`src/logic/sdmacPkg.sv`:
```
/* SDMAC shared definitions
   Data widths, FIFO geometry and the command/status bundles between blocks */
package sdmacPkg;

    typedef logic [7:0]  byte_t;        // One SCSI data byte
    typedef logic [31:0] long_t;        // One memory longword, byte 0 is the MSB
    typedef logic [2:0]  ptr_t;         // FIFO entry index
    typedef logic [1:0]  bytePtr_t;     // Byte lane within a longword

    localparam int   FIFO_DEPTH = 8;    // Longword entries in the FIFO
    localparam logic DIR_S2F    = 1'b1; // dmaDir level for SCSI to memory

    // Byte side requests from the SCSI sequencer
    typedef struct packed {
        logic loadByte;                 // Write byte at next-in/byte pointer
        logic incBo;                    // Step byte pointer
        logic incNi;                    // Step next-in, longword complete
        logic incNo;                    // Step next-out, longword drained
    } byteCmd_t;

    // Longword side requests from the memory sequencer
    typedef struct packed {
        logic wrLong;                   // Write longword at next-in
        logic incNi;                    // Step next-in
        logic incNo;                    // Step next-out
    } longCmd_t;

    // FIFO flags seen by both sequencers
    typedef struct packed {
        logic empty;                    // No complete longword held
        logic full;                     // All entries hold a longword
        logic boEq3;                    // Byte pointer on the last lane
    } fifoStat_t;

    typedef enum logic [2:0] {
        IDLE,                           // Waiting for CPU or chip request
        REG_ACC,                        // First register access cycle
        REG_DONE,                       // Second cycle, read data sampled
        DMA_ACK,                        // Byte moves with dack
        DMA_REC1,                       // Recovery, dreq settles
        DMA_REC2                        // Recovery, dreq re-sampled
    } scsiState_t;

    typedef enum logic [1:0] {
        MEM_IDLE = 2'd0,                // No memory cycle
        MEM_WAIT = 2'd1,                // Request out, waiting for ack
        MEM_DONE = 2'd2                 // One cycle gap after ack
    } cpuState_t;

endpackage
```
`src/logic/sdmacCore.sv`:
```
/* SDMAC DMA core
   SCSI and memory sequencers joined through the longword FIFO */
`timescale 1ns/1ps

module sdmacCore import sdmacPkg::*; (
    input  logic  BCLK,                 // Bus clock
    input  logic  CRESET_,              // Async reset, active low
    input  logic  dmaDir_i,             // 1 = SCSI to memory
    input  logic  cpuReq_i,             // Register access request
    input  logic  cpuRw_i,              // 1 = register read
    input  byte_t cpuWdata_i,           // Register write data
    output byte_t cpuRdata_o,           // Register read data
    output logic  cpuDone_o,            // Register access done
    input  logic  scsiDreqN_i,          // Chip DMA request, active low
    input  byte_t scsiData_i,           // Chip data in
    output logic  scsiCs_o,             // Chip select
    output logic  scsiRe_o,             // Chip read strobe
    output logic  scsiWe_o,             // Chip write strobe
    output logic  scsiDack_o,           // Chip DMA acknowledge
    output byte_t scsiData_o,           // Chip data out
    output logic  memReq_o,             // Memory request
    output logic  memWr_o,              // Memory write
    output long_t memWdata_o,           // Memory write data
    input  long_t memRdata_i,           // Memory read data
    input  logic  memAck_i,             // Memory acknowledge
    output logic  fifoEmpty_o           // FIFO empty
);

    byteCmd_t  byteCmd;                 // SCSI side FIFO commands
    longCmd_t  longCmd;                 // Memory side FIFO commands
    fifoStat_t fifoStat;                // FIFO flags
    byte_t     fifoByte;                // Byte toward the chip
    long_t     fifoLong;                // Longword toward memory
    long_t     fifoWlong;               // Longword from memory

    scsiSm uScsiSm (
        .BCLK        (BCLK),
        .CRESET_     (CRESET_),
        .dmaDir_i    (dmaDir_i),
        .cpuReq_i    (cpuReq_i),
        .cpuRw_i     (cpuRw_i),
        .cpuWdata_i  (cpuWdata_i),
        .scsiDreqN_i (scsiDreqN_i),
        .scsiData_i  (scsiData_i),
        .fifoStat_i  (fifoStat),
        .fifoByte_i  (fifoByte),
        .cpuRdata_o  (cpuRdata_o),
        .cpuDone_o   (cpuDone_o),
        .scsiCs_o    (scsiCs_o),
        .scsiRe_o    (scsiRe_o),
        .scsiWe_o    (scsiWe_o),
        .scsiDack_o  (scsiDack_o),
        .scsiData_o  (scsiData_o),
        .byteCmd_o   (byteCmd)
    );

    cpuSm uCpuSm (
        .BCLK        (BCLK),
        .CRESET_     (CRESET_),
        .dmaDir_i    (dmaDir_i),
        .fifoStat_i  (fifoStat),
        .fifoLong_i  (fifoLong),
        .memRdata_i  (memRdata_i),
        .memAck_i    (memAck_i),
        .memReq_o    (memReq_o),
        .memWr_o     (memWr_o),
        .memWdata_o  (memWdata_o),
        .longCmd_o   (longCmd),
        .fifoWlong_o (fifoWlong)
    );

    dmaFifo uDmaFifo (
        .BCLK        (BCLK),
        .CRESET_     (CRESET_),
        .byteCmd_i   (byteCmd),
        .longCmd_i   (longCmd),
        .scsiData_i  (scsiData_i),      // DMA loads straight from the chip bus
        .fifoWlong_i (fifoWlong),
        .fifoStat_o  (fifoStat),
        .fifoByte_o  (fifoByte),
        .fifoLong_o  (fifoLong),
        .fifoEmpty_o (fifoEmpty_o)
    );

endmodule

```
`src/logic/dmaFifo.sv`:
```
/* DMA FIFO
   Eight longwords, filled or drained a byte at a time on the SCSI side
   and a longword at a time on the memory side */
`timescale 1ns/1ps

module dmaFifo import sdmacPkg::*; (
    input  logic      BCLK,             // Bus clock
    input  logic      CRESET_,          // Async reset, active low
    input  byteCmd_t  byteCmd_i,        // From SCSI sequencer
    input  longCmd_t  longCmd_i,        // From memory sequencer
    input  byte_t     scsiData_i,       // Byte to load
    input  long_t     fifoWlong_i,      // Longword to load
    output fifoStat_t fifoStat_o,       // Flags to both sequencers
    output byte_t     fifoByte_o,       // Byte at next-out/byte pointer
    output long_t     fifoLong_o,       // Longword at next-out
    output logic      fifoEmpty_o       // Empty flag to the outside
);

    localparam int CNT_W = $clog2(FIFO_DEPTH + 1);

    long_t             mem [FIFO_DEPTH]; // Longword storage
    ptr_t              nextIn;           // Entry being filled
    ptr_t              nextOut;          // Entry being drained
    bytePtr_t          bytePtr;          // Lane for the SCSI side
    logic [CNT_W-1:0]  count;            // Complete longwords held
    logic [4:0]        laneLsb;          // Bit offset of the current lane
    logic              push;             // A longword became complete
    logic              pop;              // A longword was consumed

    // Lane 0 is the top byte, 68k order
    assign laneLsb = {~bytePtr, 3'b000};

    assign push = byteCmd_i.incNi || longCmd_i.incNi;
    assign pop  = byteCmd_i.incNo || longCmd_i.incNo;

    assign fifoStat_o.empty = (count == '0);
    assign fifoStat_o.full  = (count == CNT_W'(FIFO_DEPTH));
    assign fifoStat_o.boEq3 = (bytePtr == 2'd3);
    assign fifoEmpty_o      = fifoStat_o.empty;

    assign fifoByte_o = mem[nextOut][laneLsb +: 8];
    assign fifoLong_o = mem[nextOut];

    // Pointers and occupancy
    always_ff @(posedge BCLK or negedge CRESET_) begin
        if (!CRESET_) begin
            nextIn  <= '0;
            nextOut <= '0;
            bytePtr <= '0;
            count   <= '0;
        end else begin
            if (byteCmd_i.incBo) begin
                bytePtr <= bytePtr + 2'd1;  // Wraps after lane 3
            end
            if (push) begin
                nextIn <= (nextIn == ptr_t'(FIFO_DEPTH - 1)) ? '0 : nextIn + 3'd1;
            end
            if (pop) begin
                nextOut <= (nextOut == ptr_t'(FIFO_DEPTH - 1)) ? '0 : nextOut + 3'd1;
            end
            case ({push, pop})
                2'b10:   count <= count + 1'b1;
                2'b01:   count <= count - 1'b1;
                default: count <= count;    // Both or neither
            endcase
        end
    end

    // Storage, no reset
    always_ff @(posedge BCLK) begin
        if (byteCmd_i.loadByte) begin
            mem[nextIn][laneLsb +: 8] <= scsiData_i;
        end
        if (longCmd_i.wrLong) begin
            mem[nextIn] <= fifoWlong_i;     // Memory read lands whole
        end
    end

    a_noPushFull: assert property (@(posedge BCLK) disable iff (!CRESET_)
        push |-> !fifoStat_o.full);

    a_noPopEmpty: assert property (@(posedge BCLK) disable iff (!CRESET_)
        pop |-> !fifoStat_o.empty);

endmodule

```
`src/logic/cpuSm.sv`:
```
/* Memory side sequencer
   Moves whole longwords between the FIFO and the 32-bit memory bus */
`timescale 1ns/1ps

module cpuSm import sdmacPkg::*; (
    input  logic      BCLK,             // Bus clock
    input  logic      CRESET_,          // Async reset, active low
    input  logic      dmaDir_i,         // Transfer direction level
    input  fifoStat_t fifoStat_i,       // FIFO flags
    input  long_t     fifoLong_i,       // Longword at next-out
    input  long_t     memRdata_i,       // Memory read data
    input  logic      memAck_i,         // Memory cycle end, one cycle
    output logic      memReq_o,         // Memory request, held to ack
    output logic      memWr_o,          // 1 = write to memory
    output long_t     memWdata_o,       // Memory write data
    output longCmd_t  longCmd_o,        // FIFO longword side commands
    output long_t     fifoWlong_o       // Longword to load at next-in
);

    cpuState_t state;                   // Sequencer state
    logic      s2f;                     // Direction is SCSI to memory
    logic      startWr;                 // Begin a memory write
    logic      startRd;                 // Begin a memory read
    logic      ackSeen;                 // Ack for our outstanding cycle

    assign s2f     = (dmaDir_i == DIR_S2F);
    assign startWr = (state == MEM_IDLE) && s2f && !fifoStat_i.empty;  // Drain FIFO
    assign startRd = (state == MEM_IDLE) && !s2f && !fifoStat_i.full;  // Fill FIFO
    assign ackSeen = (state == MEM_WAIT) && memAck_i;

    // FIFO update lands in the ack cycle
    assign longCmd_o.incNo  = ackSeen && memWr_o;   // Written longword leaves
    assign longCmd_o.wrLong = ackSeen && !memWr_o;  // Read data captured
    assign longCmd_o.incNi  = ackSeen && !memWr_o;
    assign fifoWlong_o      = memRdata_i;           // Valid with the ack

    always_ff @(posedge BCLK or negedge CRESET_) begin
        if (!CRESET_) begin
            state    <= MEM_IDLE;
            memReq_o <= 1'b0;
            memWr_o  <= 1'b0;
        end else begin
            case (state)
                MEM_IDLE: begin
                    if (startWr || startRd) begin
                        state    <= MEM_WAIT;
                        memReq_o <= 1'b1;
                        memWr_o  <= startWr;
                    end
                end
                MEM_WAIT: begin
                    if (memAck_i) begin     // Latency set by memory
                        state    <= MEM_DONE;
                        memReq_o <= 1'b0;
                    end
                end
                MEM_DONE: state <= MEM_IDLE; // Flags settled for next decision
                default:  state <= MEM_IDLE;
            endcase
        end
    end

    // Write data taken from next-out when the cycle opens
    always_ff @(posedge BCLK) begin
        if (startWr) begin
            memWdata_o <= fifoLong_i;
        end
    end

    a_reqHold: assert property (@(posedge BCLK) disable iff (!CRESET_)
        memReq_o && !memAck_i |=> memReq_o);

endmodule

```
`src/logic/scsiSm.sv`:
```
/* SCSI side sequencer
   Runs CPU register cycles to the SCSI chip and the byte-wide DMA handshake */
`timescale 1ns/1ps

module scsiSm import sdmacPkg::*; (
    input  logic      BCLK,             // Bus clock
    input  logic      CRESET_,          // Async reset, active low
    input  logic      dmaDir_i,         // Transfer direction level
    input  logic      cpuReq_i,         // Register access request, level
    input  logic      cpuRw_i,          // 1 = read the chip register
    input  byte_t     cpuWdata_i,       // Register write data
    input  logic      scsiDreqN_i,      // Chip DMA request, active low
    input  byte_t     scsiData_i,       // Chip data bus in
    input  fifoStat_t fifoStat_i,       // FIFO flags
    input  byte_t     fifoByte_i,       // FIFO byte at next-out/byte pointer
    output byte_t     cpuRdata_o,       // Register read data
    output logic      cpuDone_o,        // Access complete, one cycle
    output logic      scsiCs_o,         // Chip select
    output logic      scsiRe_o,         // Chip read strobe
    output logic      scsiWe_o,         // Chip write strobe
    output logic      scsiDack_o,       // DMA acknowledge
    output byte_t     scsiData_o,       // Chip data bus out
    output byteCmd_t  byteCmd_o         // FIFO byte side commands
);

    scsiState_t state;                  // Sequencer state
    logic       cpuReqS;                // Synchronized CPU request
    logic       dreqSN;                 // Synchronized chip request, active low
    logic       reqArm;                 // Request seen low since last done
    logic       s2f;                    // Direction is SCSI to memory
    logic       dmaSpace;               // FIFO can take or give a byte
    logic       regStart;               // Register access accepted at IDLE
    byte_t      wdataQ;                 // Held register write byte

    assign s2f      = (dmaDir_i == DIR_S2F);
    assign dmaSpace = s2f ? !fifoStat_i.full : !fifoStat_i.empty;
    assign regStart = (state == IDLE) && cpuReqS && reqArm; // CPU wins over DMA

    // Chip sees the CPU byte only while selected, FIFO byte otherwise
    assign scsiData_o = scsiCs_o ? wdataQ : fifoByte_i;

    // One flop per asynchronous request, idle values in reset
    always_ff @(posedge BCLK or negedge CRESET_) begin
        if (!CRESET_) begin
            cpuReqS <= 1'b0;
            dreqSN  <= 1'b1;
        end else begin
            cpuReqS <= cpuReq_i;
            dreqSN  <= scsiDreqN_i;
        end
    end

    always_ff @(posedge BCLK or negedge CRESET_) begin
        if (!CRESET_) begin
            state      <= IDLE;
            scsiCs_o   <= 1'b0;
            scsiRe_o   <= 1'b0;
            scsiWe_o   <= 1'b0;
            scsiDack_o <= 1'b0;
            cpuDone_o  <= 1'b0;
            reqArm     <= 1'b1;
            byteCmd_o  <= '0;
        end else begin
            cpuDone_o <= 1'b0;          // Pulse defaults
            byteCmd_o <= '0;
            case (state)
                IDLE: begin
                    if (regStart) begin
                        state    <= REG_ACC;
                        scsiCs_o <= 1'b1;
                        scsiRe_o <= cpuRw_i;
                        scsiWe_o <= !cpuRw_i;
                    end else if (!dreqSN && dmaSpace) begin
                        state             <= DMA_ACK;
                        scsiDack_o        <= 1'b1;
                        scsiRe_o          <= s2f;   // Chip drives the bus
                        scsiWe_o          <= !s2f;  // We drive the bus
                        byteCmd_o.loadByte <= s2f;
                        byteCmd_o.incBo   <= 1'b1;
                        byteCmd_o.incNi   <= s2f && fifoStat_i.boEq3;  // Longword filled
                        byteCmd_o.incNo   <= !s2f && fifoStat_i.boEq3; // Longword drained
                    end
                end
                REG_ACC: state <= REG_DONE;  // Strobes held a second cycle
                REG_DONE: begin
                    state     <= IDLE;
                    scsiCs_o  <= 1'b0;
                    scsiRe_o  <= 1'b0;
                    scsiWe_o  <= 1'b0;
                    cpuDone_o <= 1'b1;
                    reqArm    <= 1'b0;      // Ignore the stale request level
                end
                DMA_ACK: begin
                    state      <= DMA_REC1;
                    scsiDack_o <= 1'b0;
                    scsiRe_o   <= 1'b0;
                    scsiWe_o   <= 1'b0;
                end
                DMA_REC1: state <= DMA_REC2;
                DMA_REC2: state <= IDLE;    // dreq now reflects the chip
                default:  state <= IDLE;
            endcase
            if (!cpuReqS) begin
                reqArm <= 1'b1;             // Requester has let go
            end
        end
    end

    // Payload registers
    always_ff @(posedge BCLK) begin
        if (regStart) begin
            wdataQ <= cpuWdata_i;
        end
        if (state == REG_DONE && scsiRe_o) begin
            cpuRdata_o <= scsiData_i;       // Held until next access
        end
    end

    a_reWeExcl: assert property (@(posedge BCLK) disable iff (!CRESET_)
        !(scsiRe_o && scsiWe_o));

    a_dackNoCs: assert property (@(posedge BCLK) disable iff (!CRESET_)
        !(scsiDack_o && scsiCs_o));

endmodule

```
`config.mk`:
```
export PLATFORM = sky130hd
export DESIGN_NAME = sdmacCore
export DESIGN_NICKNAME = d
export VERILOG_FILES = /design/src/logic/sdmacPkg.sv /design/src/logic/sdmacCore.sv /design/src/logic/dmaFifo.sv /design/src/logic/cpuSm.sv /design/src/logic/scsiSm.sv
export SDC_FILE = /design/constraint.sdc
export NUM_CORES = 1
export LEC_CHECK = 0
export ABC_AREA = 1
export BUFFER_PORTS_ARGS = -buffer_cell sky130_fd_sc_hd__buf_2
export CELL_PAD_IN_SITES_DETAIL_PLACEMENT = 0
export CELL_PAD_IN_SITES_GLOBAL_PLACEMENT = 2
export CORE_ASPECT_RATIO = 0.7
export CORE_MARGIN = 4
export CORE_UTILIZATION = 39
export DETAILED_ROUTE_END_ITERATION = 10
export PLACE_DENSITY_LB_ADDON = 0.1
export SLEW_MARGIN = 20
export SYNTH_ARGS = -nofsm -noshare
export SYNTH_HDL_FRONTEND = slang
export SYNTH_SLANG_ARGS = --single-unit
```
`constraint.sdc`:
```
create_clock -name BCLK -period 3.21 [get_ports BCLK]
set_input_delay 0.1605 -clock BCLK [delete_from_list [all_inputs] [get_ports BCLK]]
set_output_delay 0.1605 -clock BCLK [all_outputs]
set_load 0.02 [all_outputs]
```
==> impl_metrics.csv, run 1 <==
group,metric,value,unit
critical_path,regToRegSetupSlack,0.78,ns
clock_tree,clk_pin_slew,0.06,ns
power,clkPwrFrac,24.4,%
critical_path,r2r_start,"uDmaFifo.bytePtr[0]",
clock_tree,cts_buffers,36,
synthesis,ys_seq_area_share,66.8,%
timing,finalClockSkew,0.0206,ns
synthesis,netlist_area,14800,um2
power,combPwrFrac,39.9,%
detailed_routing,first_iter_violations,807,
final_layout,final_layout_size_suffix_gt1_share,13.9,%
power,vdd_drop_max,0.000566,V
detailed_routing,vias,10400,
timing,relSlewSlack,33.2,%
grt,globalRouteOverflowTotal,0,
final_layout,antenna_cells,0,
clock_tree,clock_latency,0.53,ns
detailed_routing,drc,0,
timing,tightest_slew,0.992,ns
detailed_routing,drtAntennaViolNets,0,
critical_path,worstPathMaxFanout,58,
power,p_sw_share,40.3,%
floorplanning,num_io_pins,111,
timing,hold_viol,0,
timing,rsz0062_at_grt,"no",
floorplanning,rows,59,
critical_path,cpPeakStageDelay,0.43,ns
clock_tree,htree_levels,2,
floorplanning,initial_core_util,39.7,%
detailed_routing,wl_per_cell,19.2,um
hold_path,hp-start,"memRdata_i[13]",
timing,fin_setup_tns,0,ns
critical_path,arrival,2.86,ns
power,p_leak,7.80,nW
clock_tree,ctsResizeCount,0,
synthesis,syn_area_per_cell,9.94,um2
timing,period_needed,3.02,ns
floorplanning,coreArea,37400,um2
critical_path,crit_start,"uDmaFifo.nextOut[0]",
synthesis,synthCells,1492,
grt,grt_pass1_wl,62.2,mm
synthesis,syn-num-nets,1558,
detailed_routing,routed_via_density,4.80,
run,max-cap-violations,0,
detailed_routing,dr.pass1.iters,5,
power,fin_total_pwr,17.1,mW
timing,min_period_over_period,94.0,%
power,p_seq_share,35.7,%
power,p_per_area,974,nW/um2
grt,grt_usage,20.5,%
clock_tree,cts-root-buf,"clkbuf_16",
timing,setup_violations,0,
final_layout,area_delta_synth_final,18.7,%
synthesis,yosysUniqueCellTypes,33,
critical_path,critPathKind,"reg2out",
floorplanning,die_area,41200,um2
timing,fmax,332,MHz
critical_path,cpMostUsedCell,"nand2_1",
clock_tree,cts_sinks,335,
run_status,status,"complete, no violations",
synthesis,yosys_warnings,0,
placed_design,portBuffers,110,
placed_design,dp_hpwl,28.3,mm
placed_design,place_congestion,0.823,
floorplanning,die_w,241,um
floorplanning,die-height,171,um
clock_tree,cts_tree,"yes",
hold_path,hold_path_class,"in2reg",
critical_path,critPathLaunchType,"flip-flop",
synthesis,ys_ff_latch,335,
critical_path,end_kind,"output port",
final_layout,fin_nets,1724,
critical_path,cp_slowest_cell,"dfrtp_4",
grt,grt_pass1_vias,9816,
grt,antenna_found_initial,0,
grt,grt_start_max_net_pins,130,
power,p_int,10.2,mW
timing,slew_viol_final,0,
critical_path,required,3.05,ns
clock_tree,clockBufferDepth,3,
critical_path,path_cells,"clkinv_2, buf_12, nand2_1, nand2_1, nand2_1, nand3_1, nand2_1, nand2_1, nand3_1, nand2_1, nand2_1, nand2_1, buf_2",
detailed_routing,wl,41.8,mm
power,p_sw,6.91,mW
-- cells in the mapped netlist, drive strengths merged --
library cell,n,area [um2]
nor2,53,209
clkinv,2,7.51
xnor2,1,8.76
inv,231,867
a21oi,6,30.0
o211ai,1,7.51
nand3b,1,7.51
dfrtp,29,726
ha,11,138
xor2,3,26.3
o22ai,1,6.26
nor3,3,20.0
nand2,528,1990
and3,1,6.26
buf,50,263
edfxtp,304,9130
o31ai,1,7.51
clkbuf,15,56.3
nand3,196,986
or2,2,12.5
o21ai,47,235
dfstp,2,52.6
nand4,3,18.8
o21bai,1,18.8
-- what timing repair did --
action                                 4_1_cts  5_1_grt
hold buffers                                22        0
buffers inserted                             0        0
endpoints found under the hold margin       53        0
-- cells by family (layout without fill, tap and decap cells) --
kind of cell / after synthesis / in the layout / synth area share, %
xor gates and xnor gates: 4 / 4 / 0.236
and+or+nand+nor: 787 / 787 / 21.9
DFF: 335 / 335 / 66.8
adders and majority gates: 11 / 11 / 0.928
AOI/OAI and AO/OA: 57 / 57 / 2.06
buffers and inverters: 298 / 487 / 8.05
-- worst paths after layout --
check,endpoint,depth (start not counted)
max in group asynchronous,uDmaFifo.nextOut[0],2
max reg2reg,uDmaFifo.mem[7][7],7
max,scsiData_o[5],13
min in group asynchronous,uScsiSm.cpuReqS,2
min,uDmaFifo.mem[2][13],4
min reg2reg,uScsiSm.reqArm,1
-- power groups by stage --
stage | sequential, mW | combinational (mW) | clock (mW)
global route | 6.17 | 7.60 | 4.48
finish | 6.12 | 6.83 | 4.18
CTS | 6.13 | 6.89 | 4.28
global placement | 6.20 | 6.85 | 0
detailed placement | 6.22 | 6.85 | 0
floorplan | 6.41 | 3.86 | 0
-- placed cells by master (no fill, tap or decap), types with 2 or more instances in the layout --
| cell type | n |
|---|---|
| o21ai_0 | 32 |
| nand2_2 | 2 |
| or2_1 | 2 |
| nand4_1 | 3 |
| edfxtp_1 | 304 |
| dlygate4sd3_1 | 22 |
| nor3_1 | 2 |
| inv_2 | 2 |
| buf_2 | 110 |
| dfrtp_1 | 27 |
| nor2_1 | 51 |
| dfstp_2 | 2 |
| buf_12 | 6 |
| buf_4 | 55 |
| ha_1 | 11 |
| clkbuf_8 | 3 |
| clkinv_2 | 2 |
| o21ai_1 | 15 |
| clkinv_1 | 7 |
| nor2_4 | 2 |
| clkbuf_16 | 37 |
| nand2_1 | 526 |
| xor2_1 | 3 |
| a21oi_1 | 6 |
| nand3_1 | 195 |
| inv_1 | 228 |
| bufinv_16 | 4 |
| clkbuf_1 | 8 |
-- routing by layer --
layer / global-route usage [%] / part of all wire, %
met5: 0 / 0
met2: 27.6 / 39
met4: 4.74 / 1.9
met3: 4.80 / 7.2
met1: 33.1 / 52
-- flip-flops by register name (all words and copies together), names as in the netlist, 2 cells and up --
signal	count
uDmaFifo.nextOut	3
uScsiSm.wdataQ	8
uScsiSm.state	3
uDmaFifo.count	4
uCpuSm.state	2
uCpuSm.memWdata_o	32
uScsiSm.cpuRdata_o	8
uDmaFifo.nextIn	3
uDmaFifo.mem	256
uScsiSm.byteCmd_o	4
uDmaFifo.bytePtr	2
-- through the flow --
stage                     worst slack [ns]  cells  hold WS [ns]  cell area, um2  util, %
after global placement               0.807   2086         0.270           16200     43.4
after detailed placement             0.771   2086         0.270           16200     43.4
after global routing               0.00771   2169         0.116           17600     47.1
final                                0.194   2169         0.102           17600     47.1
after floorplan                      0.799   1492        -0.135           14800        -
after CTS                            0.188   2169        0.0831           17600     47.1
-- worst max-delay path: cells and delay by family, from the launching register on --
kind | cells | cell delay [ns]
simple gates | 10 | 0.92
buf+inv | 3 | 0.89
flops | 1 | 0.43
-- final cells by class --
type | count | area [um2]
Clock buffer | 48 | 997
Multi-Input combinational cell | 859 | 3730
Timing Repair Buffer | 193 | 1300
Inverter | 233 | 876
Clock inverter | 13 | 171
Fill cell | 3575 | 19800
Tap cell | 488 | 611
Sequential cell | 335 | 9910
No activity file was read; power rests on OpenSTA's default activity.
==> inputs of run 2 (changes only) <==
Settings changed: CORE_UTILIZATION 39 to 35.
Clock period 3.21 ns to 2.5 ns, I/O delays scaled along.
==> impl_metrics.csv, run 2 (same netlist as run 1, synthesis figures left out) <==
group,metric,value,unit
critical_path,regToRegSetupSlack,0.29,ns
detailed_routing,first_iter_violations,838,
floorplanning,initial_core_util,35.8,%
clock_tree,htree_levels,2,
critical_path,cpPeakStageDelay,0.55,ns
floorplanning,rows,62,
timing,fin_ws,-0.0366,ns
final_layout,largest_reg_flops,256,
power,vdd_drop_max,0.000592,V
final_layout,area_delta_synth_final,30.5,%
critical_path,cp_slowest_cell,"dfrtp_4",
critical_path,arrival,2.41,ns
final_layout,regMostFlops,"uDmaFifo.mem",
run_status,failed_checks,"setup timing",
detailed_routing,routed_via_density,4.77,
timing,finalClockSkew,0.0266,ns
placed_design,dp.cells,2161,
timing,rsz0062_at_grt,"yes",
placed_design,dp_worst_setup_slack,0.288,ns
timing,min_period_over_period,101,%
critical_path,worstPathMaxFanout,7,
final_layout,final_layout_size_suffix_gt1_share,26.0,%
clock_tree,clk_pin_slew,0.06,ns
timing,fmax,394,MHz
critical_path,cpMostUsedCell,"nand2_1",
floorplanning,die_w,254,um
clock_tree,cts_tree,"yes",
power,p_leak,8.54,nW
detailed_routing,vias,11000,
clock_tree,clockBufferDepth,3,
power,p_per_area,1320,nW/um2
final_layout,reg_top3,"uDmaFifo.mem (256), uCpuSm.memWdata_o (32)",
placed_design,dp_hpwl,29.7,mm
critical_path,path_cells,"buf_6, clkinv_8, clkbuf_16, nand2_1, nand3_1, nand3_2, nand2_4, nand2_1, nand3_2, nand2_1, nand2_1, nand2_2, buf_6",
placed_design,portBuffers,110,
floorplanning,die-height,180,um
final_layout,fillers,3922,
final_layout,antenna_cells,0,
clock_tree,cts-root-buf,"clkbuf_16",
run,max-cap-violations,0,
timing,relSlewSlack,32.4,%
timing,hold_viol,0,
grt,antenna_found_initial,3,
grt,grt_pass1_wl,68.0,mm
final_layout,final_common_cell,"nand2_1",
clock_tree,cts_sinks,335,
critical_path,required,2.38,ns
timing,worst_hold_slack,0.0752,ns
grt,grt_usage,19.8,%
run_status,status,"finished, violations left",
power,fin_total_pwr,25.5,mW
timing,period_needed,2.54,ns
final_layout,fin_nets,1793,
final_layout,final_cell_mix,"449 x nand2_1, 304 x edfxtp_1, 228 x inv_1, 122 x nand3_1, 102 x buf_2",
clock_tree,cts_buffers,37,
critical_path,end_kind,"output port",
timing,tightest_slew,1.01,ns
clock_tree,clock_latency,0.54,ns
timing,slew_viol_final,0,
hold_path,hold_path_class,"in2reg",
grt,grt_pass1_vias,10500,
floorplanning,num_io_pins,111,
detailed_routing,dr.pass1.iters,5,
grt,grt_start_max_net_pins,69,
grt,globalRouteOverflowTotal,0,
detailed_routing,wl,48.2,mm
placed_design,place_congestion,0.784,
floorplanning,die_area,45800,um2
detailed_routing,drtAntennaViolNets,0,
timing,setup_violations,4,
final_layout,final_cell_count_no_fill,2300,
critical_path,critPathLaunchType,"flip-flop",
critical_path,critPathKind,"reg2out",
detailed_routing,wl_per_cell,21.0,um
floorplanning,coreArea,41400,um2
detailed_routing,drc,0,
run 2: cell types whose count changed in the layout (fill, tap and decap cells not counted), moves of 16 or more:
| cell | change |
|---|---|
| nand3_1 | -73 |
| nand2_1 | -77 |
| nand3_2 | +71 |
| nand2_4 | +16 |
| nand2_2 | +61 |
| buf_4 | +38 |
run 2: repair_timing:
action / 4_1_cts / 5_1_grt
cloned: 5 / 17
resized for setup: 50 / 160
hold buffers: 22 / 0
endpoints found under the hold margin: 52 / 0
setup endpoints to repair: 8 / 8
pin swaps: 6 / 56
buffers inserted: 8 / 20
run 2: final timing paths:
check | startpoint | endpoint | cells after the start
setup / recovery | uDmaFifo.nextOut[0] | scsiData_o[4] | 13
min in group asynchronous | CRESET_ | uDmaFifo.nextOut[0] | 2
max in group asynchronous | CRESET_ | uDmaFifo.nextOut[0] | 2
hold / removal | memRdata_i[19] | uDmaFifo.mem[5][19] | 4
hold reg to reg | uScsiSm.cpuReqS | uScsiSm.reqArm | 1
setup reg to reg | uDmaFifo.bytePtr[1] | uDmaFifo.mem[0][2] | 4
run 2: area by class of cell:
type / count / area [um2] / share of cell area (%)
Multi-Input combinational cell: 859 / 4380 / 22.6
Sequential cell: 335 / 9910 / 51.2
Tap cell: 544 / 681 / 3.52
Clock buffer: 46 / 1010 / 5.23
Inverter: 233 / 887 / 4.58
Timing Repair Buffer: 259 / 2280 / 11.8
Timing Repair inverter: 2 / 32.5 / 0.168
Clock inverter: 22 / 165 / 0.853
run 2: worst max-delay path, delay by kind of cell, from the launching register on:
kind	cells	cell delay (ns)
flip-flops	1	0.55
buffers and inverters	4	0.54
AND/OR/NAND/NOR	9	0.79
run 2: metrics by stage:
stage | utilization (%) | cell area (um2) | setup TNS, ns
after detailed placement | 39.7 | 16500 | 0
after global routing | 46.7 | 19400 | -1.08
final | 46.7 | 19400 | -0.0829
after CTS | 44.1 | 18300 | -0.476
after global placement | 39.7 | 16500 | 0
after floorplan | - | 14800 | 0
run 2: report_power, final:
group / leakage, nW / internal [mW] / switching, mW
Clock: 0.580 / 3.10 / 2.29
Sequential: 3.18 / 7.55 / 0.337
Combinational: 4.78 / 4.34 / 7.86
Total: 8.54 / 15.0 / 10.5
run 2: metal layers:
metal	vias up	wire length (um)	part of all wire, %	track usage [%]
met1	5302	25100	52	33.0
met2	312	19300	40	27.1
met4	2	806	1.7	3.82
met5	-	12	0.025	0
met3	59	3060	6.3	3.10
li1	5288	-	-	-
==> inputs of run 3 (changes only) <==
Settings changed: GPL_TIMING_DRIVEN set to 0.
==> impl_metrics.csv, run 3 (same netlist as run 1, synthesis figures left out) <==
group,metric,value,unit
placed_design,portBuffers,110,
detailed_routing,wl,48.3,mm
critical_path,required,2.38,ns
detailed_routing,vias,10800,
clock_tree,clockBufferDepth,3,
placed_design,place_congestion,0.830,
clock_tree,cts_sinks,335,
placed_design,dp_hpwl,35.4,mm
grt,globalRouteOverflowTotal,0,
placed_design,dp_worst_setup_slack,-1.50,ns
floorplanning,coreArea,41400,um2
final_layout,final_cell_mix,"484 x nand2_1, 304 x edfxtp_1, 226 x inv_1, 153 x nand3_1, 109 x buf_2",
clock_tree,clock_latency,0.53,ns
detailed_routing,dr.pass1.iters,5,
critical_path,worstPathMaxFanout,10,
timing,fin_ws,-0.0282,ns
clock_tree,cts_buffers,37,
timing,finalClockSkew,0.0136,ns
timing,tightest_slew,1.02,ns
timing,hold_viol,0,
run_status,status,"finished, violations left",
clock_tree,clk_pin_slew,0.06,ns
critical_path,critPathKind,"reg2out",
final_layout,final_layout_size_suffix_gt1_share,24.1,%
final_layout,area_delta_synth_final,28.9,%
timing,slew_viol_final,0,
power,p_leak,8.25,nW
timing,period_needed,2.53,ns
detailed_routing,drtAntennaViolNets,0,
floorplanning,die-height,180,um
detailed_routing,first_iter_violations,893,
floorplanning,die_w,254,um
final_layout,fillers,3922,
power,p_per_area,1310,nW/um2
grt,antenna_found_initial,1,
timing,relSlewSlack,31.9,%
critical_path,path_cells,"clkinv_4, buf_12, buf_8, nand2_1, nand3_1, nand3_1, nand2_2, nand2_1, nand3_1, nand2_1, nand2_1, nand2_1, buf_4",
critical_path,critPathLaunchType,"flip-flop",
grt,grt_pass1_vias,10100,
grt,grt_start_max_net_pins,33,
clock_tree,cts_tree,"yes",
power,vdd_drop_max,0.000555,V
floorplanning,initial_core_util,35.8,%
critical_path,cpMostUsedCell,"nand2_1",
final_layout,reg_top3,"uDmaFifo.mem (256), uCpuSm.memWdata_o (32)",
final_layout,largest_reg_flops,256,
clock_tree,cts-root-buf,"clkbuf_16",
floorplanning,rows,62,
timing,fmax,396,MHz
critical_path,arrival,2.40,ns
grt,grt_usage,20.9,%
critical_path,regToRegSetupSlack,-0.01,ns
hold_path,hold_path_class,"in2reg",
detailed_routing,routed_via_density,4.75,
final_layout,fin_nets,1757,
final_layout,regMostFlops,"uDmaFifo.mem",
critical_path,cpPeakStageDelay,0.47,ns
grt,grt_pass1_wl,69.1,mm
floorplanning,die_area,45800,um2
timing,setup_violations,11,
run,max-cap-violations,0,
detailed_routing,drc,0,
critical_path,cp_slowest_cell,"dfrtp_2",
final_layout,antenna_cells,0,
timing,rsz0062_at_grt,"yes",
run_status,failed_checks,"setup timing",
timing,min_period_over_period,101,%
final_layout,final_common_cell,"nand2_1",
final_layout,utilization,46.1,%
clock_tree,htree_levels,2,
floorplanning,num_io_pins,111,
critical_path,end_kind,"output port",
detailed_routing,wl_per_cell,21.3,um
## run 3: changes by cell type in the layout (fill, tap and decap cells not counted), sizes merged
| cell | change |
|---|---|
| clkinv | -9 |
| clkdlybuf4s15 | +1 |
| inv | -2 |
| buf | -41 |
| dlygate4sd3 | +3 |
| bufinv | +1 |
| clkbuf | +10 |
## run 3: power breakdown
group          leakage [nW]  switching [mW]  internal, mW
clock network         0.600            2.25          3.31
logic                  4.47            7.95          3.69
registers              3.18           0.317          7.55
## run 3: path summary, 6_finish.rpt
| check | start | end | cells after the start |
|---|---|---|---|
| max | uDmaFifo.nextOut[0] | scsiData_o[6] | 13 |
| min | memRdata_i[23] | uDmaFifo.mem[6][23] | 3 |
| max reg2reg | uDmaFifo.bytePtr[0] | uDmaFifo.mem[5][26] | 6 |
| min reg2reg | uScsiSm.cpuReqS | uScsiSm.reqArm | 1 |
| max in group asynchronous | CRESET_ | uDmaFifo.nextOut[0] | 2 |
| min in group asynchronous | CRESET_ | uDmaFifo.count[2] | 2 |
## run 3: routing by layer
layer  global-route usage (%)  wire length, um
met1                     33.7            24300
met2                     28.6            19300
met3                     4.96             3930
met4                     3.79              722
met5                        0                0
## run 3: worst max-delay path, delay by kind of cell, from the launching register on
family	cells	cell delay, ns
AND/OR/NAND/NOR	9	0.83
buffers and inverters	4	0.56
flip-flops	1	0.47
## run 3: layout make-up
cell class                 count  area, um2  area share, %
clock inverter                14        146          0.766
clock buffer                  53       1080           5.64
timing repair buffer         160       1170           6.11
multi-input combinational    859       4610           24.1
sequential                   335       9910           51.9
buffer                        65        628           3.29
tap                          544        681           3.56
inverter                     233        887           4.64
## run 3: per-stage QoR
step,total power [mW],std cells,hold slack [ns],TNS [ns],cell area (um2)
floorplan,13.2,1492,-0.171,0,14800
global placement,17.1,2146,0.234,-494.64,16100
detailed placement,17.2,2149,0.234,-424.67,16100
CTS,24.3,2254,0.00972,-0.245,18600
global route,26.4,2263,0.0350,-4.56,19100
finish,25.1,2263,0.0222,-0.0960,19100
## run 3: what timing repair did
item / CTS / global route
pin swaps: 20 / 25
endpoints found under the setup margin: 467 / 332
gates cloned: 0 / 2
hold buffers: 25 / 0
buffers inserted: 13 / 7
gates resized for setup: 231 / 107
hold endpoints to repair: 62 / 0
